==> src/gba_loader_pkg.sv <==
// Loader package with download kinds, quirk flags, known title table and stream constants
package gba_loader_pkg;

	// ======================================================================
	// Download stream
	// ======================================================================

	typedef enum logic [1:0] {
		DL_NONE,
		DL_BIOS,
		DL_CART,
		DL_CHEAT
	} dl_kind_t;

	localparam logic [7:0] IDX_BIOS  = 8'd0;    // Index of the BIOS image
	localparam logic [7:0] IDX_CHEAT = 8'd255;  // Index of the cheat file

	localparam int ADDR_W      = 27;  // Host byte address width
	localparam int BIOS_ADDR_W = 12;  // BIOS word address width
	localparam int CHEAT_W     = 128; // Flags, address, compare, replace

	// ======================================================================
	// Cartridge header and compatibility table
	// ======================================================================

	localparam logic [ADDR_W-1:0] HEADER_TITLE_ADDR = 27'h00000a0;
	localparam logic [ADDR_W-1:0] HEADER_CHECK_ADDR = 27'h00000ac; // First byte after the title

	localparam int TITLE_W     = 96;  // 12 ASCII bytes
	localparam int QUIRK_COUNT = 8;

	// Bit order follows the field order, sram is the MSB
	typedef struct packed {
		logic sram;
		logic remap;
		logic gpio;
		logic tilt;
		logic solar;
	} quirk_t;

	// Short titles are padded with zero bytes at the end
	localparam logic [TITLE_W-1:0] QUIRK_TITLES [QUIRK_COUNT] = '{
		{"ROCKY BOXING"},
		{"SUPER MARIO", 8'h00},
		{"DR. MARIO", 24'h000000},
		{"ZELDA 1", 40'h0000000000},
		{"POKEMON EMER"},
		{"WARIOTWISTED"},
		{"BOKTAI", 48'h000000000000},
		{"YOSHI TOPSY", 8'h00}
	};

	// Columns are sram, remap, gpio, tilt, solar
	localparam quirk_t QUIRK_FLAGS [QUIRK_COUNT] = '{
		quirk_t'(5'b10000),  // Rocky
		quirk_t'(5'b11000),  // NES classic
		quirk_t'(5'b11000),  // NES classic
		quirk_t'(5'b11000),  // NES classic
		quirk_t'(5'b00100),  // RTC through GPIO
		quirk_t'(5'b00100),  // Gyro through GPIO
		quirk_t'(5'b00101),  // Solar sensor
		quirk_t'(5'b00010)   // Tilt sensor
	};

	// Save type marker searched in the ROM image
	localparam logic [71:0] FLASH_TAG = "FLASH1M_V";

endpackage

==> src/download_if.sv <==
// Interface for the classified and registered host download stream
interface download_if;

	gba_loader_pkg::dl_kind_t         kind;   // Kind of the running download
	logic [gba_loader_pkg::ADDR_W-1:0] addr;  // Byte address of the halfword
	logic [15:0]                       dout;  // Lower address byte in bits 7..0
	logic                              wr;    // One cycle per halfword
	logic                              start; // First cycle of a new kind

	modport source (
		output kind,
		output addr,
		output dout,
		output wr,
		output start
	);

	modport sink (
		input kind,
		input addr,
		input dout,
		input wr,
		input start
	);

endinterface

==> src/download_decode.sv <==
// Host stream decoder with kind classification, stream registers and start strobe
module download_decode (
	input  logic                              clk_sys,
	input  logic                              reset,
	input  logic                              ioctl_download,
	input  logic [7:0]                        ioctl_index,
	input  logic [gba_loader_pkg::ADDR_W-1:0] ioctl_addr,
	input  logic [15:0]                       ioctl_dout,
	input  logic                              ioctl_wr,
	download_if.source                        dl
);

	gba_loader_pkg::dl_kind_t next_kind;

	// Every index that is neither BIOS nor cheats is a cartridge
	always_comb begin
		if (!ioctl_download)
			next_kind = gba_loader_pkg::DL_NONE;
		else if (ioctl_index == gba_loader_pkg::IDX_BIOS)
			next_kind = gba_loader_pkg::DL_BIOS;
		else if (ioctl_index == gba_loader_pkg::IDX_CHEAT)
			next_kind = gba_loader_pkg::DL_CHEAT;
		else
			next_kind = gba_loader_pkg::DL_CART;
	end

	// ======================================================================
	// Control registers
	// ======================================================================

	always_ff @(posedge clk_sys) begin
		if (reset) begin
			dl.kind  <= gba_loader_pkg::DL_NONE;
			dl.start <= 1'b0;
			dl.wr    <= 1'b0;
		end else begin
			dl.kind  <= next_kind;
			// Rising edge of a new kind, also a direct switch between kinds
			dl.start <= (next_kind != dl.kind) && (next_kind != gba_loader_pkg::DL_NONE);
			dl.wr    <= ioctl_wr;
		end
	end

	// Address and data follow the strobe in the same cycle
	always_ff @(posedge clk_sys) begin
		dl.addr <= ioctl_addr;
		dl.dout <= ioctl_dout;
	end

endmodule

==> src/cart_info.sv <==
// Cartridge status with loaded flag, type, last pak address and FLASH1M tag search
module cart_info (
	input  logic                                clk_sys,
	input  logic                                reset,
	input  logic [7:0]                          ioctl_index,
	download_if.sink                            dl,
	output logic                                cart_loaded,
	output logic [1:0]                          cart_type,
	output logic                                flash_1m,
	output logic [gba_loader_pkg::ADDR_W-3:0]   max_pak_addr
);

	// Holds the eight bytes before the current halfword
	logic [$bits(gba_loader_pkg::FLASH_TAG)-9:0] history;
	logic [$bits(gba_loader_pkg::FLASH_TAG)-9:0] hist_base;
	logic cart_start;
	logic cart_wr;
	logic tag_low;
	logic tag_high;

	assign cart_start = dl.start && (dl.kind == gba_loader_pkg::DL_CART);
	assign cart_wr    = dl.wr && (dl.kind == gba_loader_pkg::DL_CART);

	// A new image never continues a tag from the previous one
	assign hist_base = cart_start ? '0 : history;

	// Tag ends on the low byte or on the high byte of this halfword
	assign tag_low  = {hist_base, dl.dout[7:0]} == gba_loader_pkg::FLASH_TAG;
	assign tag_high = {hist_base[$bits(history)-9:0], dl.dout[7:0], dl.dout[15:8]}
		== gba_loader_pkg::FLASH_TAG;

	// ======================================================================
	// Status flags
	// ======================================================================

	always_ff @(posedge clk_sys) begin
		if (reset) begin
			cart_loaded <= 1'b0;
			flash_1m    <= 1'b0;
		end else begin
			if (cart_start) begin
				cart_loaded <= 1'b1;
				flash_1m    <= 1'b0;
			end
			if (cart_wr && (tag_low || tag_high))
				flash_1m <= 1'b1;
		end
	end

	always_ff @(posedge clk_sys) begin
		if (cart_start) begin
			cart_type <= ioctl_index[7:6];
			history   <= '0;
		end
		if (cart_wr) begin
			max_pak_addr <= dl.addr[gba_loader_pkg::ADDR_W-1:2]; // Word address of last write
			history      <= {hist_base[$bits(history)-17:0], dl.dout[7:0], dl.dout[15:8]};
		end
	end

endmodule

==> src/quirk_detect.sv <==
// Header title capture and known title match into compatibility quirk flags
module quirk_detect (
	input  logic                   clk_sys,
	input  logic                   reset,
	download_if.sink               dl,
	output gba_loader_pkg::quirk_t quirks
);

	logic [gba_loader_pkg::TITLE_W-1:0] title;
	gba_loader_pkg::quirk_t matched;
	logic       cart_start;
	logic       cart_wr;
	logic       title_wr;
	logic       check_wr;
	logic [6:0] title_lsb;

	assign cart_start = dl.start && (dl.kind == gba_loader_pkg::DL_CART);
	assign cart_wr    = dl.wr && (dl.kind == gba_loader_pkg::DL_CART);

	// Title sits at 0xA0..0xAB, a 16 byte aligned window
	assign title_wr = cart_wr
		&& (dl.addr >= gba_loader_pkg::HEADER_TITLE_ADDR)
		&& (dl.addr < gba_loader_pkg::HEADER_CHECK_ADDR);
	assign check_wr = cart_wr && (dl.addr == gba_loader_pkg::HEADER_CHECK_ADDR);

	// First title byte lands in the top bits, like a string literal
	assign title_lsb = 7'(gba_loader_pkg::TITLE_W - 16) - {dl.addr[3:1], 4'b0000};

	// ======================================================================
	// Table compare
	// ======================================================================

	always_comb begin
		matched = '0;
		for (int i = 0; i < gba_loader_pkg::QUIRK_COUNT; i++) begin
			if (title == gba_loader_pkg::QUIRK_TITLES[i])
				matched = gba_loader_pkg::quirk_t'(matched | gba_loader_pkg::QUIRK_FLAGS[i]);
		end
	end

	always_ff @(posedge clk_sys) begin
		if (title_wr)
			title[title_lsb +: 16] <= {dl.dout[7:0], dl.dout[15:8]};
	end

	always_ff @(posedge clk_sys) begin
		if (reset) begin
			quirks <= '0;
		end else if (cart_start) begin
			quirks <= '0;                  // Flags belong to one image only
		end else if (check_wr) begin
			quirks <= gba_loader_pkg::quirk_t'(quirks | matched);
		end
	end

endmodule

==> src/bios_writer.sv <==
// BIOS word packer producing 32-bit write strobes from host halfwords
module bios_writer (
	input  logic                                  clk_sys,
	input  logic                                  reset,
	input  logic                                  bios_disable,
	download_if.sink                              dl,
	output logic                                  bios_wr,
	output logic [gba_loader_pkg::BIOS_ADDR_W-1:0] bios_wraddr,
	output logic [31:0]                           bios_wrdata
);

	logic bios_hw;

	// Homebrew BIOS mode keeps the built-in image untouched
	assign bios_hw = dl.wr && (dl.kind == gba_loader_pkg::DL_BIOS) && !bios_disable;

	always_ff @(posedge clk_sys) begin
		if (reset)
			bios_wr <= 1'b0;
		else
			bios_wr <= bios_hw && dl.addr[1];  // Word is complete with the high half
	end

	always_ff @(posedge clk_sys) begin
		if (bios_hw) begin
			if (!dl.addr[1]) begin
				bios_wrdata[15:0] <= dl.dout;
			end else begin
				bios_wrdata[31:16] <= dl.dout;
				bios_wraddr        <= dl.addr[gba_loader_pkg::BIOS_ADDR_W+1:2];
			end
		end
	end

endmodule

==> src/cheat_assembler.sv <==
// Cheat code packer with 128-bit code assembly, valid strobe and clear strobe
module cheat_assembler (
	input  logic                              clk_sys,
	input  logic                              reset,
	download_if.sink                          dl,
	output logic                              cheat_clear,
	output logic                              cheat_valid,
	output logic [gba_loader_pkg::CHEAT_W-1:0] cheat_code
);

	logic       cheat_start;
	logic       cheat_wr;
	logic [6:0] code_lsb;

	assign cheat_start = dl.start && (dl.kind == gba_loader_pkg::DL_CHEAT);
	assign cheat_wr    = dl.wr && (dl.kind == gba_loader_pkg::DL_CHEAT) && !dl.addr[0];

	// ======================================================================
	// Code layout, top to bottom: flags, address, compare, replace
	// ======================================================================

	// Field 0 sits at the top, low halfword of each field first
	assign code_lsb = {~dl.addr[3:2], dl.addr[1], 4'b0000};

	always_ff @(posedge clk_sys) begin
		if (reset) begin
			cheat_clear <= 1'b0;
			cheat_valid <= 1'b0;
		end else begin
			cheat_clear <= cheat_start;
			cheat_valid <= cheat_wr && (dl.addr[3:0] == 4'd14); // Replace top word ends the code
		end
	end

	always_ff @(posedge clk_sys) begin
		if (cheat_wr)
			cheat_code[code_lsb +: 16] <= dl.dout;
	end

endmodule

==> src/gba_loader.sv <==
// Cartridge loader top level with host stream ports, stream interface and loader blocks
module gba_loader (
	input  logic                                  clk_sys,
	input  logic                                  reset,
	input  logic                                  ioctl_download,
	input  logic [7:0]                            ioctl_index,
	input  logic [gba_loader_pkg::ADDR_W-1:0]     ioctl_addr,
	input  logic [15:0]                           ioctl_dout,
	input  logic                                  ioctl_wr,
	input  logic                                  bios_disable,
	output logic                                  cart_loaded,
	output logic [1:0]                            cart_type,
	output logic                                  flash_1m,
	output logic [gba_loader_pkg::ADDR_W-3:0]     max_pak_addr,
	output logic                                  bios_wr,
	output logic [gba_loader_pkg::BIOS_ADDR_W-1:0] bios_wraddr,
	output logic [31:0]                           bios_wrdata,
	output logic                                  cheat_clear,
	output logic                                  cheat_valid,
	output logic [gba_loader_pkg::CHEAT_W-1:0]    cheat_code,
	output logic                                  sram_quirk,
	output logic                                  memory_remap_quirk,
	output logic                                  gpio_quirk,
	output logic                                  tilt_quirk,
	output logic                                  solar_quirk
);

	download_if dl ();

	gba_loader_pkg::quirk_t quirks;

	// Registered stream shared by all consumers
	download_decode download_decode_i (
		.clk_sys        (clk_sys),
		.reset          (reset),
		.ioctl_download (ioctl_download),
		.ioctl_index    (ioctl_index),
		.ioctl_addr     (ioctl_addr),
		.ioctl_dout     (ioctl_dout),
		.ioctl_wr       (ioctl_wr),
		.dl             (dl.source)
	);

	cart_info cart_info_i (
		.clk_sys      (clk_sys),
		.reset        (reset),
		.ioctl_index  (ioctl_index),
		.dl           (dl.sink),
		.cart_loaded  (cart_loaded),
		.cart_type    (cart_type),
		.flash_1m     (flash_1m),
		.max_pak_addr (max_pak_addr)
	);

	quirk_detect quirk_detect_i (.clk_sys(clk_sys), .reset(reset), .dl(dl.sink), .quirks(quirks));

	bios_writer bios_writer_i (
		.clk_sys      (clk_sys),
		.reset        (reset),
		.bios_disable (bios_disable),
		.dl           (dl.sink),
		.bios_wr      (bios_wr),
		.bios_wraddr  (bios_wraddr),
		.bios_wrdata  (bios_wrdata)
	);

	cheat_assembler cheat_assembler_i (
		.clk_sys     (clk_sys),
		.reset       (reset),
		.dl          (dl.sink),
		.cheat_clear (cheat_clear),
		.cheat_valid (cheat_valid),
		.cheat_code  (cheat_code)
	);

	assign sram_quirk         = quirks.sram;
	assign memory_remap_quirk = quirks.remap;
	assign gpio_quirk         = quirks.gpio;
	assign tilt_quirk         = quirks.tilt;
	assign solar_quirk        = quirks.solar;

endmodule

==> config.mk <==
export PLATFORM = sky130hd
export DESIGN_NAME = gba_loader
export DESIGN_NICKNAME = d
export VERILOG_FILES = /design/src/gba_loader_pkg.sv /design/src/download_if.sv /design/src/download_decode.sv /design/src/cart_info.sv /design/src/quirk_detect.sv /design/src/bios_writer.sv /design/src/cheat_assembler.sv /design/src/gba_loader.sv
export SDC_FILE = /design/constraint.sdc
export NUM_CORES = 1
export LEC_CHECK = 0
export BUFFER_PORTS_ARGS = -buffer_cell sky130_fd_sc_hd__buf_2
export CORE_ASPECT_RATIO = 0.75
export CORE_UTILIZATION = 35
export CTS_CLUSTER_SIZE = 25
export DETAILED_ROUTE_END_ITERATION = 10
export PLACE_DENSITY = 0.61
export SKIP_CTS_REPAIR_TIMING = 1
export SYNTH_ARGS = -nofsm -noshare
export SYNTH_HDL_FRONTEND = slang
export SYNTH_SLANG_ARGS = --single-unit
==> constraint.sdc <==
create_clock -name clk_sys -period 4.5 [get_ports clk_sys]
set_clock_uncertainty 0.05 [all_clocks]
set_input_delay 0.9 -clock clk_sys [delete_from_list [all_inputs] [get_ports clk_sys]]
set_output_delay 0.9 -clock clk_sys [all_outputs]
set_load 0.01 [all_outputs]
After elaboration in Yosys (flattened, before gate mapping)

Cells that the tools add are included.

Register bits: 416
Word-level logic and storage cells: 92
Bits of input ports: 56
Output and inout port bits: 209

Eq/ne operators: 17
Add/sub/neg operators: 3
Reductions and logical operators: 23
Shift-type cells: 4
Magnitude comparators: 2
Bitwise operators: 3
Muxes and demuxes: 17

Operators by type and width:

| operator                                                     | number |
|---|---|
| == test 96 x 95 -> 1 bit (second input constant)             | 8 |
| == test 72 x 71 -> 1 bit (second input constant)             | 2 |
| bitwise mux 128 bit                                          | 1 |
| two-way mux 64 bit                                           | 2 |
| variable shift 16 x 9 -> 128 bit (first input constant)      | 1 |
| variable part select 16 x 9 -> 128 bit                       | 1 |
| bitwise mux 96 bit                                           | 1 |
| variable shift 16 x 9 -> 96 bit (first input constant)       | 1 |
| variable part select 16 x 9 -> 96 bit                        | 1 |
| == test 27 x 8 -> 1 bit (second input constant)              | 1 |
| >= comparator 27 x 8 -> 1 bit (second input constant)        | 1 |
| less-than comparator 27 x 8 -> 1 bit (second input constant) | 1 |
| two-way mux 5 bit                                            | 4 |
| negation 7 -> 9 bit                                          | 2 |
| logical AND 1 bit                                            | 14 |
| two-way mux 3 bit                                            | 3 |
| == test 8 bit (second input constant)                        | 1 |
| zero test 8 bit                                              | 1 |
| subtractor 7 bit (first input constant)                      | 1 |
| two-way mux 2 bit                                            | 3 |
| bitwise OR 5 bit                                             | 1 |
| == test 2 bit (second input constant)                        | 2 |
| == test 4 bit (second input constant)                        | 1 |
| AND reduction 2 bit                                          | 2 |
| other kinds (9)                                              | 13 |

Depth between registers and ports, before layout

Depth after elaboration: 10
Depth in mapped cells: 9

Cells and area by module

From an unflattened synthesis, not the netlist that was laid out.

Cells, all modules: 1171
Area, all modules: 15677.5 µm²

Modules (own cells, without submodules):

| module          | cells an instance | instances | area an instance (µm²) | seq. area each (µm²) |
|---|---|---|---|---|
| quirk_detect    | 408               | 1         | 4979.8                 | 2982.9 |
| cheat_assembler | 324               | 1         | 4934.7                 | 3883.7 |
| cart_info       | 327               | 1         | 3337.0                 | 2132.0 |
| bios_writer     | 50                | 1         | 1390.1                 | 1341.3 |
| download_decode | 62                | 1         | 1036.0                 | 940.9 |

Least setup slack after synthesis

OpenSTA, ideal clock, no wires.

Kind: flip-flop to flip-flop
Start point: reg download_decode_i.dl.addr[1] (netlist name)
End point: reg cheat_assembler_i.cheat_code[100] (netlist name), enable pin
Cell stages (with the launch flop): 7
Path buffers: 2
Arrival time: 3.264 ns
Clock period less this slack: 3.744 ns
Slack: 0.756 ns
Data required time: 4.020 ns
Path through: dfxtp_1 -> clkinv_1 -> ha_1 -> ha_1 -> clkbuf_1 -> clkbuf_1 -> nor4_1

RTL lines:

| item                            | RTL line              | text |
|---|---|---|
| to (signal, indexed assignment) | cheat_assembler.sv:37 | `cheat_code[code_lsb +: 16] <= dl.dout;` |
| to (decl)                       | cheat_assembler.sv:8  | `output logic [gba_loader_pkg::CHEAT_W-1:0] cheat_code` |

Final worst setup path

Start point: reg download_decode_i.dl.addr[2]
End point: reg quirk_detect_i.title[64] (netlist name), enable pin

Word-level cells in the longest chain between the ends: 3
Elaborated cells between the ends (all ways): 4

RTL lines:

| item                            | RTL line              | text |
|---|---|---|
| from (decl)                     | download_if.sv:12     | `output addr,` |
| from (signal assigned)          | download_decode.sv:46 | `dl.addr <= ioctl_addr;` |
| >= comparator 27 x 8 -> 1 bit   | quirk_detect.sv:22    | `&& (dl.addr >= gba_loader_pkg::HEADER_TITLE_ADDR)` |
| logical AND 1 bit               | quirk_detect.sv:22    |  |
| logical AND 1 bit (*)           | quirk_detect.sv:23    | `&& (dl.addr < gba_loader_pkg::HEADER_CHECK_ADDR);` |
| to (signal, indexed assignment) | quirk_detect.sv:43    | `title[title_lsb +: 16] <= {dl.dout[7:0], dl.dout[15:8]};` |
| to (decl)                       | quirk_detect.sv:9     | `logic [gba_loader_pkg::TITLE_W-1:0] title;` |

Every way passes the cells marked *; elsewhere a longest branch is shown, timed or not.
A chain may end at the register's enable or synchronous reset.

==> metrics.cfg <==
[detailed_routing]
drc = 12
drt_wl_total_um = 47280
firstDrtPassIters = 8
wire_per_inst_um = 22.62
ant_nets = 0
viasPerCell = 5.173
vias = 10810
drt_iter0_markers = 1088

[die]
ios = 265
fp.dieW_um = 246.8
dieArea_um2 = 45810
core_area_um2 = 43850
fp.dieH_um = 185.6
rows = 66
start_util = 0.3588

[synth]
synth_top_family_by_area = simple AND/OR/NAND/NOR gates
synth_fa_ha_area_frac = 0.007953
synth_top_area_frac = 0.5631
synth_ff_type = edfxtp_1
async_flop_share = 0
muxShareOfSynthArea = 0
avgSynthCellArea_um2 = 13.14
synth_area_leaders = edfxtp_1, dfxtp_1, and2_1, nand2_1, a21oi_1
postSynthRegisterBits = 416
synth_nets = 1263
synth_cell_type_count = 45
synth_compound_area_frac = 0.03110
synth_cells = 1197
syn_area_um2 = 15730
synth_edf_count = 295
synth-seq-area-share = 0.7170
yosysWarnings = 0
synth_area_leader_cell = edfxtp_1
synthXorXnorAreaFrac = 0.001113
synth-simple-area-share = 0.2272

[sta]
hold_violations = 0
worst_pin_slew_ns = 1.277
relSlewSlack = 0.1437
period_minus_slack_ns = 3.322
max_clock_freq_mhz = 301.0
final.period_utilization = 0.7382
setup_tns_ns = 0
hold_slack_ns = 0.3847
worst_slack_ns = 1.178
setup_viol = 0
rsz0062_at_grt = false
drv_slew = 0

[worst_setup_path]
crit_start = download_decode_i.dl.addr[2]$_DFF_P_
critPathArrivalTime_ns = 3.46
cp_num_buf_inv = 2
max_stage_delay_ns = 0.62
worstReg2RegStart = download_decode_i.dl.addr[2]$_DFF_P_
cp_cell_sequence = inv_1 -> ha_1 -> ha_1 -> nand3_1 -> nor2_1 -> buf_4 -> and2_1
endpoint_kind = flop
crit_family = simple AND/OR/NAND/NOR gates
required_ns = 4.64
crit_path_max_fanout = 17
crit_type = flop to flop
cp.depth = 7
critPathLaunchType = flop
reg2reg_depth = 7
cpMostUsedCell = ha_1
crit_slowest_cell = and2_1

[pwr]
switchingPower_w = 0.001819
p_sw_frac = 0.2178
clkPwrFrac = 0.445
p_leak_nw = 6.442
seqPwrFrac = 0.513
power_density_nw_per_um2 = 432.3
intPower_w = 0.006531
ir_worst_vdd_v = 0.0002969
pwr-share-comb = 0.042

[clock_network]
clockBufferDepth = 3
clk_latency_ns = 0.56
path_clk_slew_ns = 0.06
htree_levels = 2
cts-root-buf = clkbuf_16
clock-sinks = 416
tritoncts = built
cts_buffers = 43

[min_path]
worstHoldPathCells = 0
hp-class = flop to flop
min_from = download_decode_i.dl.addr[22]$_DFF_P_

[place]
io_buffer_count = 264
gp_congestion = 0.9307
place_hpwl_um = 32210
place_area_um2 = 17840
placed_cells_incl_taps = 2011
dp_slack_ns = 1.223

[cells_and_area]
syn_to_final_growth_pct = 22.76
final_common_cell = edfxtp_1
post-route-cell-area_um2 = 19310
fillers = 3997
drive_above_1_share = 0.2522
final_cell_mix = edfxtp_1, buf_2, and2_1
nets = 1544
multi_input_area_um2 = 4262
layoutNonFillerInstCount = 2090
seq_area_um2 = 11280

[run_status]
status = finished, violations left
violations = design-rule violations

[job]
cap_violations = 0

[grt]
grt-ovfl-total = 0
grt_pass1_vias = 10490
antenna_found_initial = 3
grt_first_pass_wirelength_um = 68210
grt_start_max_net_pins = 90
track_usage = 0.2043

-- Yosys cell counts, types with 8 or more instances --
| cell type | number |
|---|---|
| edfxtp_1 | 295 |
| and2_1 | 172 |
| nand2_1 | 137 |
| dfxtp_1 | 121 |
| nor2_1 | 67 |
| clkbuf_1 | 54 |
| a21oi_1 | 51 |
| nor3_1 | 40 |
| nor4_1 | 36 |
| nand4_1 | 31 |
| and3_1 | 25 |
| nor4b_1 | 21 |
| nand3_1 | 20 |
| a22o_1 | 16 |
| nor4bb_1 | 15 |
| ha_1 | 10 |
| and4b_1 | 9 |
| nand2b_1 | 8 |
| nand4b_1 | 8 |
-- cell families after synthesis --
| kind of cell | count (synthesis) |
|---|---|
| buf+inv | 65 |
| flops | 416 |
| fa+ha+maj | 10 |
| simple gates | 626 |
| xor+xnor | 2 |
| compound gates | 78 |
-- per-stage QoR --
stage | utilization | total power (W)
final | 0.4405 | 0.008350
after detailed placement | 0.4068 | 0.004717
after global placement | 0.4068 | 0.004703
after floorplan | - | 0.004541
after global routing | 0.4404 | 0.008600
after CTS | 0.4404 | 0.008403
-- worst paths after layout --
kind / endpoint / slack [ns]
worst max-delay path: quirk_detect_i.title[64]$_DFFE_PP_ / 1.18
worst min register to register: cart_info_i.max_pak_addr[20]$_DFFE_PP_ / 0.38
worst min-delay path: cart_info_i.max_pak_addr[20]$_DFFE_PP_ / 0.38
worst max register to register: quirk_detect_i.title[64]$_DFFE_PP_ / 1.18
-- final cells by class --
| cell class | instances | area share |
|---|---|---|
| Clock buffer | 55 | 0.06336 |
| Timing Repair Buffer | 294 | 0.08007 |
| Antenna cell | 1 | 0.0001296 |
| Clock inverter | 23 | 0.01283 |
| Inverter | 7 | 0.001360 |
| Tap cell | 578 | 0.03744 |
| Sequential cell | 416 | 0.5842 |
| Multi-Input combinational cell | 716 | 0.2207 |
-- layer usage --
| layer | global-route usage | up-vias | share of wire |
|---|---|---|---|
| met4 | 0.05679 | 0 | 0.021 |
| met3 | 0.04498 | 68 | 0.078 |
| met1 | 0.2936 | 5395 | 0.45 |
| met5 | 0 | - | 0 |
| met2 | 0.3093 | 406 | 0.45 |
| li1 | - | 4942 | - |
-- power by group through the flow --
stage               Combinational, W  Clock [W]  Sequential, W
floorplan                   0.000211          0        0.00433
global placement            0.000341          0        0.00436
detailed placement          0.000352          0        0.00436
CTS                         0.000353    0.00377        0.00428
global route                0.000386    0.00392        0.00429
finish                      0.000354    0.00371        0.00428
-- flip-flops by register name, summed over array words and instances (netlist names), 2 cells and up --
| signal | cells |
|---|---|
| cart_info_i.history | 64 |
| bios_writer_i.bios_wrdata | 32 |
| bios_writer_i.bios_wraddr | 12 |
| cart_info_i.max_pak_addr | 25 |
| quirk_detect_i.title | 96 |
| download_decode_i.dl.dout | 16 |
| download_decode_i.dl.addr | 27 |
| quirk_detect_i.quirks | 5 |
| cheat_assembler_i.cheat_code | 128 |
| cart_info_i.cart_type | 2 |
| download_decode_i.dl.kind | 2 |
(Power assumes the default switching activity.)
